[config.mk]
export PLATFORM = sky130hd
export DESIGN_NAME = mips_core_top
export DESIGN_NICKNAME = d
export VERILOG_FILES = /design/src/hdl/mips_pkg.sv /design/src/hdl/bus_arbiter.sv /design/src/hdl/fetch_unit.sv /design/src/hdl/reg_file.sv /design/src/hdl/decode_execute.sv /design/src/hdl/load_store_unit.sv /design/src/hdl/mips_core_top.sv
export VERILOG_INCLUDE_DIRS = /design/src /design/src/hdl
export SDC_FILE = /design/constraint.sdc
export NUM_CORES = 2
export LEC_CHECK = 0
export BUFFER_PORTS_ARGS = -buffer_cell sky130_fd_sc_hd__clkbuf_2
export CAP_MARGIN = 20
export CORE_UTILIZATION = 60
export DETAILED_ROUTE_END_ITERATION = 8
export PLACE_DENSITY_LB_ADDON = 0.08
export REMOVE_ABC_BUFFERS = 1
export SETUP_SLACK_MARGIN = 0.2
export SYNTH_ARGS = -nofsm -noshare
export SYNTH_HDL_FRONTEND = slang
export SYNTH_HIERARCHICAL = 1
export SYNTH_SLANG_ARGS = --single-unit
[constraint.sdc]
create_clock -name clk -period 10.3 [get_ports clk]
set_input_delay 1.03 -clock clk [delete_from_list [all_inputs] [get_ports clk]]
set_output_delay 1.03 -clock clk [all_outputs]
set_load 0.005 [all_outputs]
[src/hdl/mips_defs.svh]
/* Widths, opcodes and the reset PC of the MIPS32 subset core.
   Only word accesses exist. Bus addresses are word indices. */
`ifndef MIPS_DEFS_SVH
`define MIPS_DEFS_SVH

`define XLEN        32
`define REG_AW      5
`define RESET_PC    32'h0000_0000  // Byte address of word 0.

// Primary opcodes, instr[31:26].
`define OP_RTYPE    6'b000000
`define OP_ADDIU    6'b001001
`define OP_LUI      6'b001111
`define OP_LW       6'b100011
`define OP_SW       6'b101011
`define OP_BEQ      6'b000100
`define OP_BNE      6'b000101

// R-type function codes, instr[5:0].
`define FN_ADDU     6'b100001
`define FN_SUBU     6'b100011
`define FN_AND      6'b100100
`define FN_OR       6'b100101
`define FN_SLT      6'b101010

`endif

[src/hdl/mips_pkg.sv]
/* Types shared by the core and its testbench.
   Addresses in mem_req_t and ls_req_t are word indices, PCs are byte addresses. */
`include "mips_defs.svh"

package mips_pkg;

    // One request on the shared memory bus.
    typedef struct packed {
        logic             en;
        logic             we;
        logic [`XLEN-1:0] addr;
        logic [`XLEN-1:0] wdata;
    } mem_req_t;

    typedef struct packed {
        logic [`XLEN-1:0] pc;
        logic [`XLEN-1:0] instr;
    } fetch_t;

    // Load or store order from execute.
    typedef struct packed {
        logic             we;
        logic [`XLEN-1:0] addr;
        logic [`XLEN-1:0] wdata;
    } ls_req_t;

    // Retire record. wdata is zero when wen is low.
    typedef struct packed {
        logic [`XLEN-1:0]   pc;
        logic               wen;
        logic [`REG_AW-1:0] wraddr;
        logic [`XLEN-1:0]   wdata;
    } wb_t;

    typedef enum logic [2:0] {
        ALU_ADD,
        ALU_SUB,
        ALU_AND,
        ALU_OR,
        ALU_SLT,
        ALU_LUI
    } alu_op_e;

endpackage

[src/hdl/bus_arbiter.sv]
/* Fixed priority, load/store over fetch. Assumes memory answers reads one
   cycle after the request and never stalls, so one read is outstanding at most. */
`timescale 1ns/1ps
`include "mips_defs.svh"

module bus_arbiter
    import mips_pkg::*;
(
    input  logic             clk,
    input  logic             rst_i,
    input  mem_req_t         fetch_req_i,
    input  mem_req_t         lsu_req_i,
    output mem_req_t         mem_req_o,
    input  logic [`XLEN-1:0] mem_rdata_i,
    output logic             fetch_gnt_o,
    output logic             fetch_rvalid_o,
    output logic             lsu_rvalid_o,
    output logic [`XLEN-1:0] rdata_o
);

    logic rd_pend_q;
    logic rd_lsu_q;

    // Load/store always wins the bus.
    assign mem_req_o   = lsu_req_i.en ? lsu_req_i : fetch_req_i;
    assign fetch_gnt_o = fetch_req_i.en && !lsu_req_i.en;

    // Owner of the read granted last cycle.
    always_ff @(posedge clk) begin
        if (rst_i) begin
            rd_pend_q <= 1'b0;
            rd_lsu_q  <= 1'b0;
        end else begin
            rd_pend_q <= mem_req_o.en && !mem_req_o.we;
            rd_lsu_q  <= lsu_req_i.en;
        end
    end

    assign fetch_rvalid_o = rd_pend_q && !rd_lsu_q;
    assign lsu_rvalid_o   = rd_pend_q && rd_lsu_q;
    assign rdata_o        = mem_rdata_i;  // Shared, qualified by the rvalids.

endmodule

[src/hdl/fetch_unit.sv]
/* One-entry prefetch buffer with bypass of the arriving response.
   A response that arrives together with a redirect is dropped as stale. */
`timescale 1ns/1ps
`include "mips_defs.svh"

module fetch_unit
    import mips_pkg::*;
(
    input  logic             clk,
    input  logic             rst_i,
    output mem_req_t         bus_req_o,
    input  logic             bus_gnt_i,
    input  logic             bus_rvalid_i,
    input  logic [`XLEN-1:0] bus_rdata_i,
    input  logic             redirect_i,
    input  logic [`XLEN-1:0] redirect_pc_i,
    input  logic             take_i,
    output fetch_t           inst_o,
    output logic             inst_valid_o
);

    logic [`XLEN-1:0] pc_q;
    logic [`XLEN-1:0] resp_pc_q;
    logic [`XLEN-1:0] fetch_pc;
    fetch_t           resp;
    fetch_t           buf_q;
    logic             buf_valid_q;
    logic             buf_fill;
    logic             buf_next_valid;
    logic             req_en;

    assign fetch_pc = redirect_i ? redirect_pc_i : pc_q;
    assign resp     = '{pc: resp_pc_q, instr: bus_rdata_i};

    // Response goes to the buffer unless it is taken straight away.
    assign buf_fill       = bus_rvalid_i && !redirect_i && (buf_valid_q || !take_i);
    assign buf_next_valid = buf_fill || (buf_valid_q && !take_i);

    // Ask for the next word only if the buffer ends this cycle empty.
    assign req_en    = !buf_next_valid;
    assign bus_req_o = '{en: req_en, we: 1'b0,
                         addr: {2'b00, fetch_pc[`XLEN-1:2]}, wdata: '0};

    assign inst_o       = buf_valid_q ? buf_q : resp;
    assign inst_valid_o = buf_valid_q || bus_rvalid_i;

    always_ff @(posedge clk) begin
        if (rst_i) begin
            pc_q        <= `RESET_PC;
            buf_valid_q <= 1'b0;
        end else begin
            if (req_en && bus_gnt_i)
                pc_q <= fetch_pc + `XLEN'd4;
            else if (redirect_i)
                pc_q <= redirect_pc_i;  // Held request restarts at the target.
            buf_valid_q <= buf_next_valid;
        end
    end

    always_ff @(posedge clk) begin
        if (req_en && bus_gnt_i)
            resp_pc_q <= fetch_pc;
        if (buf_fill)
            buf_q <= resp;
    end

endmodule

[src/hdl/reg_file.sv]
/* 32 x 32 register file, two asynchronous reads, one synchronous write.
   No reset, contents are undefined until written. */
`timescale 1ns/1ps
`include "mips_defs.svh"

module reg_file (
    input  logic               clk,
    input  logic [`REG_AW-1:0] rs_addr_i,
    input  logic [`REG_AW-1:0] rt_addr_i,
    output logic [`XLEN-1:0]   rs_data_o,
    output logic [`XLEN-1:0]   rt_data_o,
    input  logic               wen_i,
    input  logic [`REG_AW-1:0] waddr_i,
    input  logic [`XLEN-1:0]   wdata_i
);

    logic [`XLEN-1:0] regs_q [1:31];  // Register 0 has no storage.

    always_ff @(posedge clk) begin
        if (wen_i && (waddr_i != '0))
            regs_q[waddr_i] <= wdata_i;
    end

    assign rs_data_o = (rs_addr_i == '0) ? '0 : regs_q[rs_addr_i];
    assign rt_data_o = (rt_addr_i == '0) ? '0 : regs_q[rt_addr_i];

endmodule

[src/hdl/decode_execute.sv]
/* Single-cycle decode and execute, in order, one instruction at a time.
   No delay slots. Unknown opcodes and functions retire with wen low. */
`timescale 1ns/1ps
`include "mips_defs.svh"

module decode_execute
    import mips_pkg::*;
(
    input  logic             clk,
    input  logic             rst_i,
    input  fetch_t           inst_i,
    input  logic             inst_valid_i,
    output logic             take_o,
    output logic             redirect_o,
    output logic [`XLEN-1:0] redirect_pc_o,
    output logic             ls_go_o,
    output ls_req_t          ls_req_o,
    input  logic             ls_done_i,
    input  logic [`XLEN-1:0] ls_rdata_i,
    output wb_t              wb_o,
    output logic             wb_valid_o
);

    logic [5:0]         opcode;
    logic [5:0]         funct;
    logic [`REG_AW-1:0] rs;
    logic [`REG_AW-1:0] rt;
    logic [`REG_AW-1:0] rd;
    logic [`XLEN-1:0]   simm;
    logic [`XLEN-1:0]   rs_data;
    logic [`XLEN-1:0]   rt_data;
    logic [`XLEN-1:0]   opb;
    logic [`XLEN-1:0]   alu_res;
    logic [`XLEN-1:0]   mem_addr;
    alu_op_e            alu_op;
    logic               is_mem;
    logic               br_taken;
    logic               busy_q;
    logic               retire;
    logic               wb_valid_q;
    wb_t                cur_rec;
    wb_t                pend_q;
    wb_t                ret_rec;
    wb_t                wb_q;

    assign opcode = inst_i.instr[31:26];
    assign rs     = inst_i.instr[25:21];
    assign rt     = inst_i.instr[20:16];
    assign rd     = inst_i.instr[15:11];
    assign funct  = inst_i.instr[5:0];
    assign simm   = {{16{inst_i.instr[15]}}, inst_i.instr[15:0]};

    reg_file u_reg_file (
        .clk       (clk                   ),
        .rs_addr_i (rs                    ),
        .rt_addr_i (rt                    ),
        .rs_data_o (rs_data               ),
        .rt_data_o (rt_data               ),
        .wen_i     (retire && ret_rec.wen ),
        .waddr_i   (ret_rec.wraddr        ),
        .wdata_i   (ret_rec.wdata         )
    );

    always_comb begin
        alu_op   = ALU_ADD;
        opb      = simm;
        cur_rec  = '{pc: inst_i.pc, wen: 1'b0, wraddr: rt, wdata: '0};
        is_mem   = 1'b0;
        br_taken = 1'b0;
        case (opcode)
            `OP_RTYPE: begin
                opb            = rt_data;
                cur_rec.wraddr = rd;
                cur_rec.wen    = 1'b1;
                case (funct)
                    `FN_ADDU: alu_op = ALU_ADD;
                    `FN_SUBU: alu_op = ALU_SUB;
                    `FN_AND:  alu_op = ALU_AND;
                    `FN_OR:   alu_op = ALU_OR;
                    `FN_SLT:  alu_op = ALU_SLT;
                    default:  cur_rec.wen = 1'b0;
                endcase
            end
            `OP_ADDIU: cur_rec.wen = 1'b1;
            `OP_LUI: begin
                alu_op      = ALU_LUI;
                cur_rec.wen = 1'b1;
            end
            `OP_LW: begin
                is_mem      = 1'b1;
                cur_rec.wen = 1'b1;  // Data arrives with ls_done.
            end
            `OP_SW:  is_mem = 1'b1;
            `OP_BEQ: br_taken = (rs_data == rt_data);
            `OP_BNE: br_taken = (rs_data != rt_data);
            default: ;
        endcase
    end

    always_comb begin
        case (alu_op)
            ALU_SUB: alu_res = rs_data - opb;
            ALU_AND: alu_res = rs_data & opb;
            ALU_OR:  alu_res = rs_data | opb;
            ALU_SLT: alu_res = {31'd0, $signed(rs_data) < $signed(opb)};
            ALU_LUI: alu_res = {simm[15:0], 16'h0000};
            default: alu_res = rs_data + opb;
        endcase
    end

    assign take_o        = inst_valid_i && !busy_q;
    assign redirect_o    = take_o && br_taken;
    assign redirect_pc_o = inst_i.pc + `XLEN'd4 + {simm[`XLEN-3:0], 2'b00};

    // Word index of rs + offset.
    assign mem_addr = rs_data + simm;
    assign ls_go_o  = take_o && is_mem;
    assign ls_req_o = '{we: (opcode == `OP_SW), addr: {2'b00, mem_addr[`XLEN-1:2]},
                        wdata: rt_data};

    always_comb begin
        if (busy_q) begin
            ret_rec = pend_q;
            if (pend_q.wen)
                ret_rec.wdata = ls_rdata_i;
            retire = ls_done_i;
        end else begin
            ret_rec = cur_rec;
            if (cur_rec.wen)
                ret_rec.wdata = alu_res;
            retire = take_o && !is_mem;
        end
    end

    always_ff @(posedge clk) begin
        if (rst_i) begin
            busy_q     <= 1'b0;
            wb_valid_q <= 1'b0;
        end else begin
            wb_valid_q <= retire;
            if (ls_go_o)
                busy_q <= 1'b1;
            else if (ls_done_i)
                busy_q <= 1'b0;
        end
    end

    always_ff @(posedge clk) begin
        if (ls_go_o)
            pend_q <= cur_rec;
        if (retire)
            wb_q <= ret_rec;
    end

    assign wb_o       = wb_q;
    assign wb_valid_o = wb_valid_q;

endmodule

[src/hdl/load_store_unit.sv]
/* One word load or store at a time. The request goes out the cycle after
   ls_go and is never refused by the arbiter. */
`timescale 1ns/1ps
`include "mips_defs.svh"

module load_store_unit
    import mips_pkg::*;
(
    input  logic             clk,
    input  logic             rst_i,
    input  logic             ls_go_i,
    input  ls_req_t          ls_req_i,
    output mem_req_t         bus_req_o,
    input  logic             bus_rvalid_i,
    input  logic [`XLEN-1:0] bus_rdata_i,
    output logic             ls_done_o,
    output logic [`XLEN-1:0] ls_rdata_o
);

    ls_req_t req_q;
    logic    act_q;

    always_ff @(posedge clk) begin
        if (rst_i)
            act_q <= 1'b0;
        else
            act_q <= ls_go_i;  // Single-cycle bus strobe.
    end

    always_ff @(posedge clk) begin
        if (ls_go_i)
            req_q <= ls_req_i;
    end

    assign bus_req_o = '{en: act_q, we: req_q.we, addr: req_q.addr, wdata: req_q.wdata};

    // Stores finish on the write cycle, loads when data returns.
    assign ls_done_o  = (act_q && req_q.we) || bus_rvalid_i;
    assign ls_rdata_o = bus_rdata_i;

endmodule

[src/hdl/mips_core_top.sv]
/* MIPS32 subset core on one shared word bus with fixed one-cycle read latency.
   Memory must not stall. debug_valid_o marks each retired instruction. */
`timescale 1ns/1ps
`include "mips_defs.svh"

module mips_core_top
    import mips_pkg::*;
(
    input  logic             clk,
    input  logic             rst_i,
    output mem_req_t         mem_req_o,
    input  logic [`XLEN-1:0] mem_rdata_i,
    output wb_t              debug_wb_o,
    output logic             debug_valid_o
);

    mem_req_t         fetch_req;
    mem_req_t         lsu_req;
    logic             fetch_gnt;
    logic             fetch_rvalid;
    logic             lsu_rvalid;
    logic [`XLEN-1:0] rdata;
    fetch_t           inst;
    logic             inst_valid;
    logic             take;
    logic             redirect;
    logic [`XLEN-1:0] redirect_pc;
    logic             ls_go;
    ls_req_t          ls_req;
    logic             ls_done;
    logic [`XLEN-1:0] ls_rdata;

    fetch_unit u_fetch (
        .clk           (clk          ),
        .rst_i         (rst_i        ),
        .bus_req_o     (fetch_req    ),
        .bus_gnt_i     (fetch_gnt    ),
        .bus_rvalid_i  (fetch_rvalid ),
        .bus_rdata_i   (rdata        ),
        .redirect_i    (redirect     ),
        .redirect_pc_i (redirect_pc  ),
        .take_i        (take         ),
        .inst_o        (inst         ),
        .inst_valid_o  (inst_valid   )
    );

    decode_execute u_dex (
        .clk           (clk          ),
        .rst_i         (rst_i        ),
        .inst_i        (inst         ),
        .inst_valid_i  (inst_valid   ),
        .take_o        (take         ),
        .redirect_o    (redirect     ),
        .redirect_pc_o (redirect_pc  ),
        .ls_go_o       (ls_go        ),
        .ls_req_o      (ls_req       ),
        .ls_done_i     (ls_done      ),
        .ls_rdata_i    (ls_rdata     ),
        .wb_o          (debug_wb_o   ),
        .wb_valid_o    (debug_valid_o)
    );

    load_store_unit u_lsu (
        .clk           (clk          ),
        .rst_i         (rst_i        ),
        .ls_go_i       (ls_go        ),
        .ls_req_i      (ls_req       ),
        .bus_req_o     (lsu_req      ),
        .bus_rvalid_i  (lsu_rvalid   ),
        .bus_rdata_i   (rdata        ),
        .ls_done_o     (ls_done      ),
        .ls_rdata_o    (ls_rdata     )
    );

    bus_arbiter u_arb (
        .clk            (clk          ),
        .rst_i          (rst_i        ),
        .fetch_req_i    (fetch_req    ),
        .lsu_req_i      (lsu_req      ),
        .mem_req_o      (mem_req_o    ),
        .mem_rdata_i    (mem_rdata_i  ),
        .fetch_gnt_o    (fetch_gnt    ),
        .fetch_rvalid_o (fetch_rvalid ),
        .lsu_rvalid_o   (lsu_rvalid   ),
        .rdata_o        (rdata        )
    );

endmodule

==> impl_results.html <==
<table>
<tr><th>Metric</th><th>Value</th></tr>
<tr><th colspan="2">Logic synthesis</th></tr>
<tr><td>Top cells by area, synth</td><td>sky130_fd_sc_hd__edfxtp_1 (55%), sky130_fd_sc_hd__mux4_2 (11%), sky130_fd_sc_hd__mux2i_1 (4.7%)</td></tr>
<tr><td>Synthesis warning total</td><td>6</td></tr>
<tr><td>Top-area cell type share of the netlist area</td><td>54.9%</td></tr>
<tr><td>Number of enable flip-flop cells after synthesis</td><td>1261</td></tr>
<tr><td>Simple-gate share of the synthesized area</td><td>5.82%</td></tr>
<tr><td>Synthesized-area fraction occupied by ao, oa, aoi and oai cells</td><td>8.54%</td></tr>
<tr><td>Multiplexer area fraction after synthesis</td><td>20.1%</td></tr>
<tr><td>Mean Syn Cell Area</td><td>14.6 sq um</td></tr>
<tr><td>Number of instances in the synthesized netlist</td><td>4738</td></tr>
<tr><td>Cell Area, Synth</td><td>69000 sq um</td></tr>
<tr><td>Combinational family with the most area after synthesis</td><td>multiplexers</td></tr>
<tr><td>Share of the synthesized netlist area taken by xor and xnor gates</td><td>1.73%</td></tr>
<tr><td>Part of the Yosys area used for sequential elements</td><td>56.0%</td></tr>
<tr><td>Flip-flop and latch count after synthesis</td><td>1299</td></tr>
<tr><td>Count of cell types in the netlist</td><td>102</td></tr>
<tr><td>Main flop type after synthesis</td><td>sky130_fd_sc_hd__edfxtp_1</td></tr>
<tr><td>Asr flop ratio synth</td><td>0%</td></tr>
<tr><td>Adder-cell share of the synthesized area</td><td>3.42%</td></tr>
<tr><td>Synth area leader</td><td>sky130_fd_sc_hd__edfxtp_1</td></tr>
<tr><th colspan="2">Power</th></tr>
<tr><td>Switching share of power</td><td>29.1%</td></tr>
<tr><td>Sequential power share</td><td>42.9%</td></tr>
<tr><td>Power Internal</td><td>0.00988 W</td></tr>
<tr><td>Ratio of total power to cell area</td><td>184 nW/um^2</td></tr>
<tr><td>Worst supply voltage drop on vdd</td><td>0.169 mV</td></tr>
<tr><td>Switching Power</td><td>0.00406 W</td></tr>
<tr><td>Share of power burned in combinational logic</td><td>22.5%</td></tr>
<tr><td>Share of total power in the clock network</td><td>34.6%</td></tr>
<tr><td>Leakage component of the power</td><td>27.5 nW</td></tr>
<tr><th colspan="2">CTS</th></tr>
<tr><td>Clock Path Buffers</td><td>3</td></tr>
<tr><td>Cell at the root of the clock tree</td><td>sky130_fd_sc_hd__clkbuf_16</td></tr>
<tr><td>Deepest level of the CTS H-tree</td><td>4</td></tr>
<tr><td>Total clock sinks</td><td>1299</td></tr>
<tr><td>Clock Pin Slew Worst Setup and Hold Paths</td><td>60 ps</td></tr>
<tr><td>Clock tree from TritonCTS</td><td>built</td></tr>
<tr><td>Post-cts sizing count</td><td>0</td></tr>
<tr><td>Clock Latency Late Sink</td><td>770 ps</td></tr>
<tr><td>Number of hold buffers added after CTS</td><td>0</td></tr>
<tr><td>CTS Buf Count</td><td>137</td></tr>
<tr><td>Post-CTS Setup Repair Bufs</td><td>0</td></tr>
<tr><th colspan="2">Timing</th></tr>
<tr><td>Final-report max-slew violation count</td><td>0</td></tr>
<tr><td>Max Clk Rate</td><td>118 MHz</td></tr>
<tr><td>Worst Max-Slew Pin Slew</td><td>1240 ps</td></tr>
<tr><td>Number of hold violations in the final report</td><td>0</td></tr>
<tr><td>Clock skew after layout</td><td>38.3 ps</td></tr>
<tr><td>Max transition margin</td><td>17.0%</td></tr>
<tr><td>Unrepaired setup endpoints after global routing</td><td>false</td></tr>
<tr><td>Worst path setup slack after routing</td><td>1860 ps</td></tr>
<tr><td>Final min period</td><td>8440 ps</td></tr>
<tr><td>Portion of the clock cycle consumed by the worst path in the final layout</td><td>82.0%</td></tr>
<tr><td>Final number of setup-violating endpoints</td><td>0</td></tr>
<tr><th colspan="2">Global routing</th></tr>
<tr><td>Overall fraction of global-route tracks in use</td><td>37.7%</td></tr>
<tr><td>Initial antenna violation count</td><td>6</td></tr>
<tr><td>Pin count of the biggest net entering global routing</td><td>81</td></tr>
<tr><td>Global-route wire length before repair</td><td>313 mm</td></tr>
<tr><td>Congestion Overflow GR</td><td>0</td></tr>
<tr><td>Number of global-route vias before repair</td><td>44414</td></tr>
<tr><th colspan="2">Placement</th></tr>
<tr><td>Final HPWL DP</td><td>136 mm</td></tr>
<tr><td>Port-buffer cells</td><td>170</td></tr>
<tr><td>Pre-CTS worst setup slack</td><td>1890 ps</td></tr>
<tr><td>Cell count after placement</td><td>6179</td></tr>
<tr><td>Post-detailed-placement cell area</td><td>71200 sq um</td></tr>
<tr><td>Global placer's final weighted congestion</td><td>1.01</td></tr>
<tr><th colspan="2">Finish</th></tr>
<tr><td>Final-stage net count</td><td>5035</td></tr>
<tr><td>Synthesis-to-layout area growth</td><td>9.67%</td></tr>
<tr><td>Total area of multi-input combinational cells</td><td>28000 sq um</td></tr>
<tr><td>Count of placed standard cells in the final layout, fillers left out</td><td>6431</td></tr>
<tr><td>Area of all sequential standard cells</td><td>38600 sq um</td></tr>
<tr><td>Count of filler cells inserted in the layout</td><td>8109</td></tr>
<tr><td>Finished layout cell area</td><td>75700 sq um</td></tr>
<tr><td>Fraction of layout instances using a drive strength above 1</td><td>24.8%</td></tr>
<tr><th colspan="2">Die</th></tr>
<tr><td>Initial Utilization</td><td>60.4%</td></tr>
<tr><td>Cell Rows</td><td>124</td></tr>
<tr><td>Std-Cell Core Area</td><td>114000 sq um</td></tr>
<tr><td>Die span in y</td><td>341 um</td></tr>
<tr><td>Width of the die</td><td>341 um</td></tr>
<tr><td>Top-level I/O count</td><td>171</td></tr>
<tr><td>Total die area</td><td>116000 sq um</td></tr>
<tr><th colspan="2">Critical path</th></tr>
<tr><td>Launching element type of the critical path</td><td>flop</td></tr>
<tr><td>Cell Chain, Critical Path</td><td>mux2_8 -&gt; buf_4 -&gt; buf_4 -&gt; mux4_2 -&gt; nor2b_1 -&gt; a211o_1 -&gt; a311o_1 -&gt; xor2_1 -&gt; nor4_1 -&gt; nand4_1 -&gt; nor2_1 -&gt; xnor2_1 -&gt; nor3_2 -&gt; buf_4 -&gt; mux2i_1 -&gt; inv_1 -&gt; mux2_2 -&gt; clkbuf_2</td></tr>
<tr><td>Largest fanout of any net on the critical path</td><td>75</td></tr>
<tr><td>Critical path data arrival time</td><td>7410 ps</td></tr>
<tr><td>Slowest Stage Delay on Critical Path</td><td>820 ps</td></tr>
<tr><td>Req. time, crit path</td><td>9270 ps</td></tr>
<tr><td>Library cell contributing the largest single delay on the critical path</td><td>sky130_fd_sc_hd__mux2_8</td></tr>
<tr><td>Critical path's most frequent cell</td><td>sky130_fd_sc_hd__buf_4</td></tr>
<tr><td>Crit Path Category</td><td>flop to primary output</td></tr>
<tr><td>Kind of end point of the critical path</td><td>primary output</td></tr>
<tr><th colspan="2">Route</th></tr>
<tr><td>Per-cell routed wire length</td><td>34.2 um</td></tr>
<tr><td>Routed vias/inst</td><td>7.10</td></tr>
<tr><td>Drt pass-1 iters</td><td>6</td></tr>
<tr><td>Overall routed net length</td><td>220 mm</td></tr>
<tr><td>Number of DRC violations after detailed-routing iteration 0</td><td>6307</td></tr>
<tr><td>Overall via count from detail_route</td><td>45646</td></tr>
<tr><td>Drt drc</td><td>0</td></tr>
<tr><td>Final ANT Viol Nets</td><td>0</td></tr>
<tr><th colspan="2">Outcome</th></tr>
<tr><td>Status</td><td>finished clean</td></tr>
<tr><th colspan="2">Flow run</th></tr>
<tr><td>Max Cap Viol</td><td>0</td></tr>
<tr><th colspan="2">Min path</th></tr>
<tr><td>Type of the worst min-delay path</td><td>flop to flop</td></tr>
</table>
==> worst paths after layout <==
| check | from | endpoint | slack, ps | cells after the start |
|---|---|---|---|---|
| min | u_fetch/resp_pc_q[12] | u_fetch/buf_q[44] | 440 | 0 |
| min reg2reg | u_fetch/resp_pc_q[12] | u_fetch/buf_q[44] | 440 | 0 |
| max | u_fetch/buf_valid_q | mem_req_o[50] | 1860 | 18 |
| max reg2reg | u_fetch/buf_valid_q | u_dex/u_reg_file/regs_q[19][28] | 2280 | 21 |
==> sequential cells by signal, indices dropped and copies added (netlist names) <==
name and count:
u_lsu/bus_req_o 65, u_fetch/resp_pc_q 32, u_arb/rd_lsu_q 1, u_fetch/buf_q 64, u_dex/u_reg_file/regs_q 992, u_dex/busy_q 1
u_dex/wb_o 70, u_fetch/buf_valid_q 1, u_fetch/pc_q 32, u_dex/pend_q 38, u_lsu/act_q 1, u_dex/wb_valid_o 1
u_arb/rd_pend_q 1
==> final cells by class <==
| cell class | count | area share, % |
|---|---|---|
| diodes | 3 | 0.00992 |
| clock buffers | 168 | 4.82 |
| clock inverters | 73 | 0.891 |
| inverters | 121 | 0.603 |
| multi-input cells | 2926 | 37.0 |
| flip-flops and latches | 1299 | 51.1 |
| well taps | 1512 | 2.50 |
| repair buffers | 329 | 3.09 |
==> cell usage after synthesis (53+ instances only) <==
cell type and n:
sky130_fd_sc_hd__mux2i_1 322, sky130_fd_sc_hd__buf_2 83, sky130_fd_sc_hd__xnor2_1 82, sky130_fd_sc_hd__nand3_1 87, sky130_fd_sc_hd__buf_4 160, sky130_fd_sc_hd__o21ai_0 96, sky130_fd_sc_hd__edfxtp_1 1261, sky130_fd_sc_hd__a22oi_1 101
sky130_fd_sc_hd__clkbuf_1 137, sky130_fd_sc_hd__nor2_1 232, sky130_fd_sc_hd__mux4_2 340, sky130_fd_sc_hd__ha_1 184, sky130_fd_sc_hd__nor2b_1 64, sky130_fd_sc_hd__nand2_1 165, sky130_fd_sc_hd__inv_1 119, sky130_fd_sc_hd__xor2_1 54
sky130_fd_sc_hd__a22o_1 53, sky130_fd_sc_hd__mux2_2 236, sky130_fd_sc_hd__a21oi_1 231, sky130_fd_sc_hd__a21o_1 62
==> cells by family (layout without fill, tap and decap cells) <==
| family | Yosys count | after routing |
|---|---|---|
| AO/OA/AOI/OAI | 854 | 854 |
| other | 2 | 40 |
| AND/OR/NAND/NOR | 796 | 796 |
| flip-flops | 1299 | 1299 |
| multiplexers | 916 | 916 |
| XOR/XNOR | 136 | 136 |
| adder cells (fa/ha/maj) | 187 | 187 |
| buffers and inverters | 548 | 691 |
==> layout by cell type, fill, tap and decap left out, types with 86 or more instances in the layout <==
cell and count:
sky130_fd_sc_hd__edfxtp_1 1261, sky130_fd_sc_hd__mux4_2 340, sky130_fd_sc_hd__mux2i_1 322, sky130_fd_sc_hd__mux2_2 229, sky130_fd_sc_hd__a21oi_1 225, sky130_fd_sc_hd__nor2_1 197, sky130_fd_sc_hd__ha_1 184, sky130_fd_sc_hd__clkbuf_2 170
sky130_fd_sc_hd__nand2_1 165, sky130_fd_sc_hd__clkbuf_16 142, sky130_fd_sc_hd__buf_4 135, sky130_fd_sc_hd__inv_1 118, sky130_fd_sc_hd__a22oi_1 101, sky130_fd_sc_hd__o21ai_0 86, sky130_fd_sc_hd__nand3_1 86
==> per-stage QoR <==
step / utilization (%) / hold slack (ps) / power [W] / setup TNS, ps
after detailed placement: 62.4 / 430 / 0.00915 / 0
after global routing: 66.3 / 448 / 0.0144 / 0
after CTS: 66.1 / 444 / 0.0139 / 0
final: 66.3 / 444 / 0.0139 / 0
after global placement: 62.2 / 425 / 0.00914 / 0
after floorplan: - / 422 / 0.00824 / -5225990
==> critical path, delay by kind of cell, from the launching register on <==
family | cells | cell delay, ps
xor gates and xnor gates | 2 | 330
and+or+nand+nor | 5 | 1140
AOI/OAI and AO/OA | 2 | 770
buffers and inverters | 5 | 1550
DFF | 1 | 610
muxes | 4 | 2060
==> power by group through the flow <==
stage	registers [W]	logic, W	clock network (W)
after floorplan	0.00610	0.00214	0
after global placement	0.00610	0.00304	0
after detailed placement	0.00610	0.00305	0
after CTS	0.00599	0.00307	0.00486
after global routing	0.00599	0.00332	0.00505
final	0.00599	0.00314	0.00482
==> layer usage <==
metal / track usage, % / vias up / part of all wire, %
li1: - / 18761 / -
met1: 53.4 / 23482 / 39
met2: 57.2 / 2880 / 45
met3: 6.53 / 519 / 10
met4: 18.2 / 4 / 5.4
met5: 0 / - / 0.0096
Note: power is estimated with default switching activity, not from simulation.
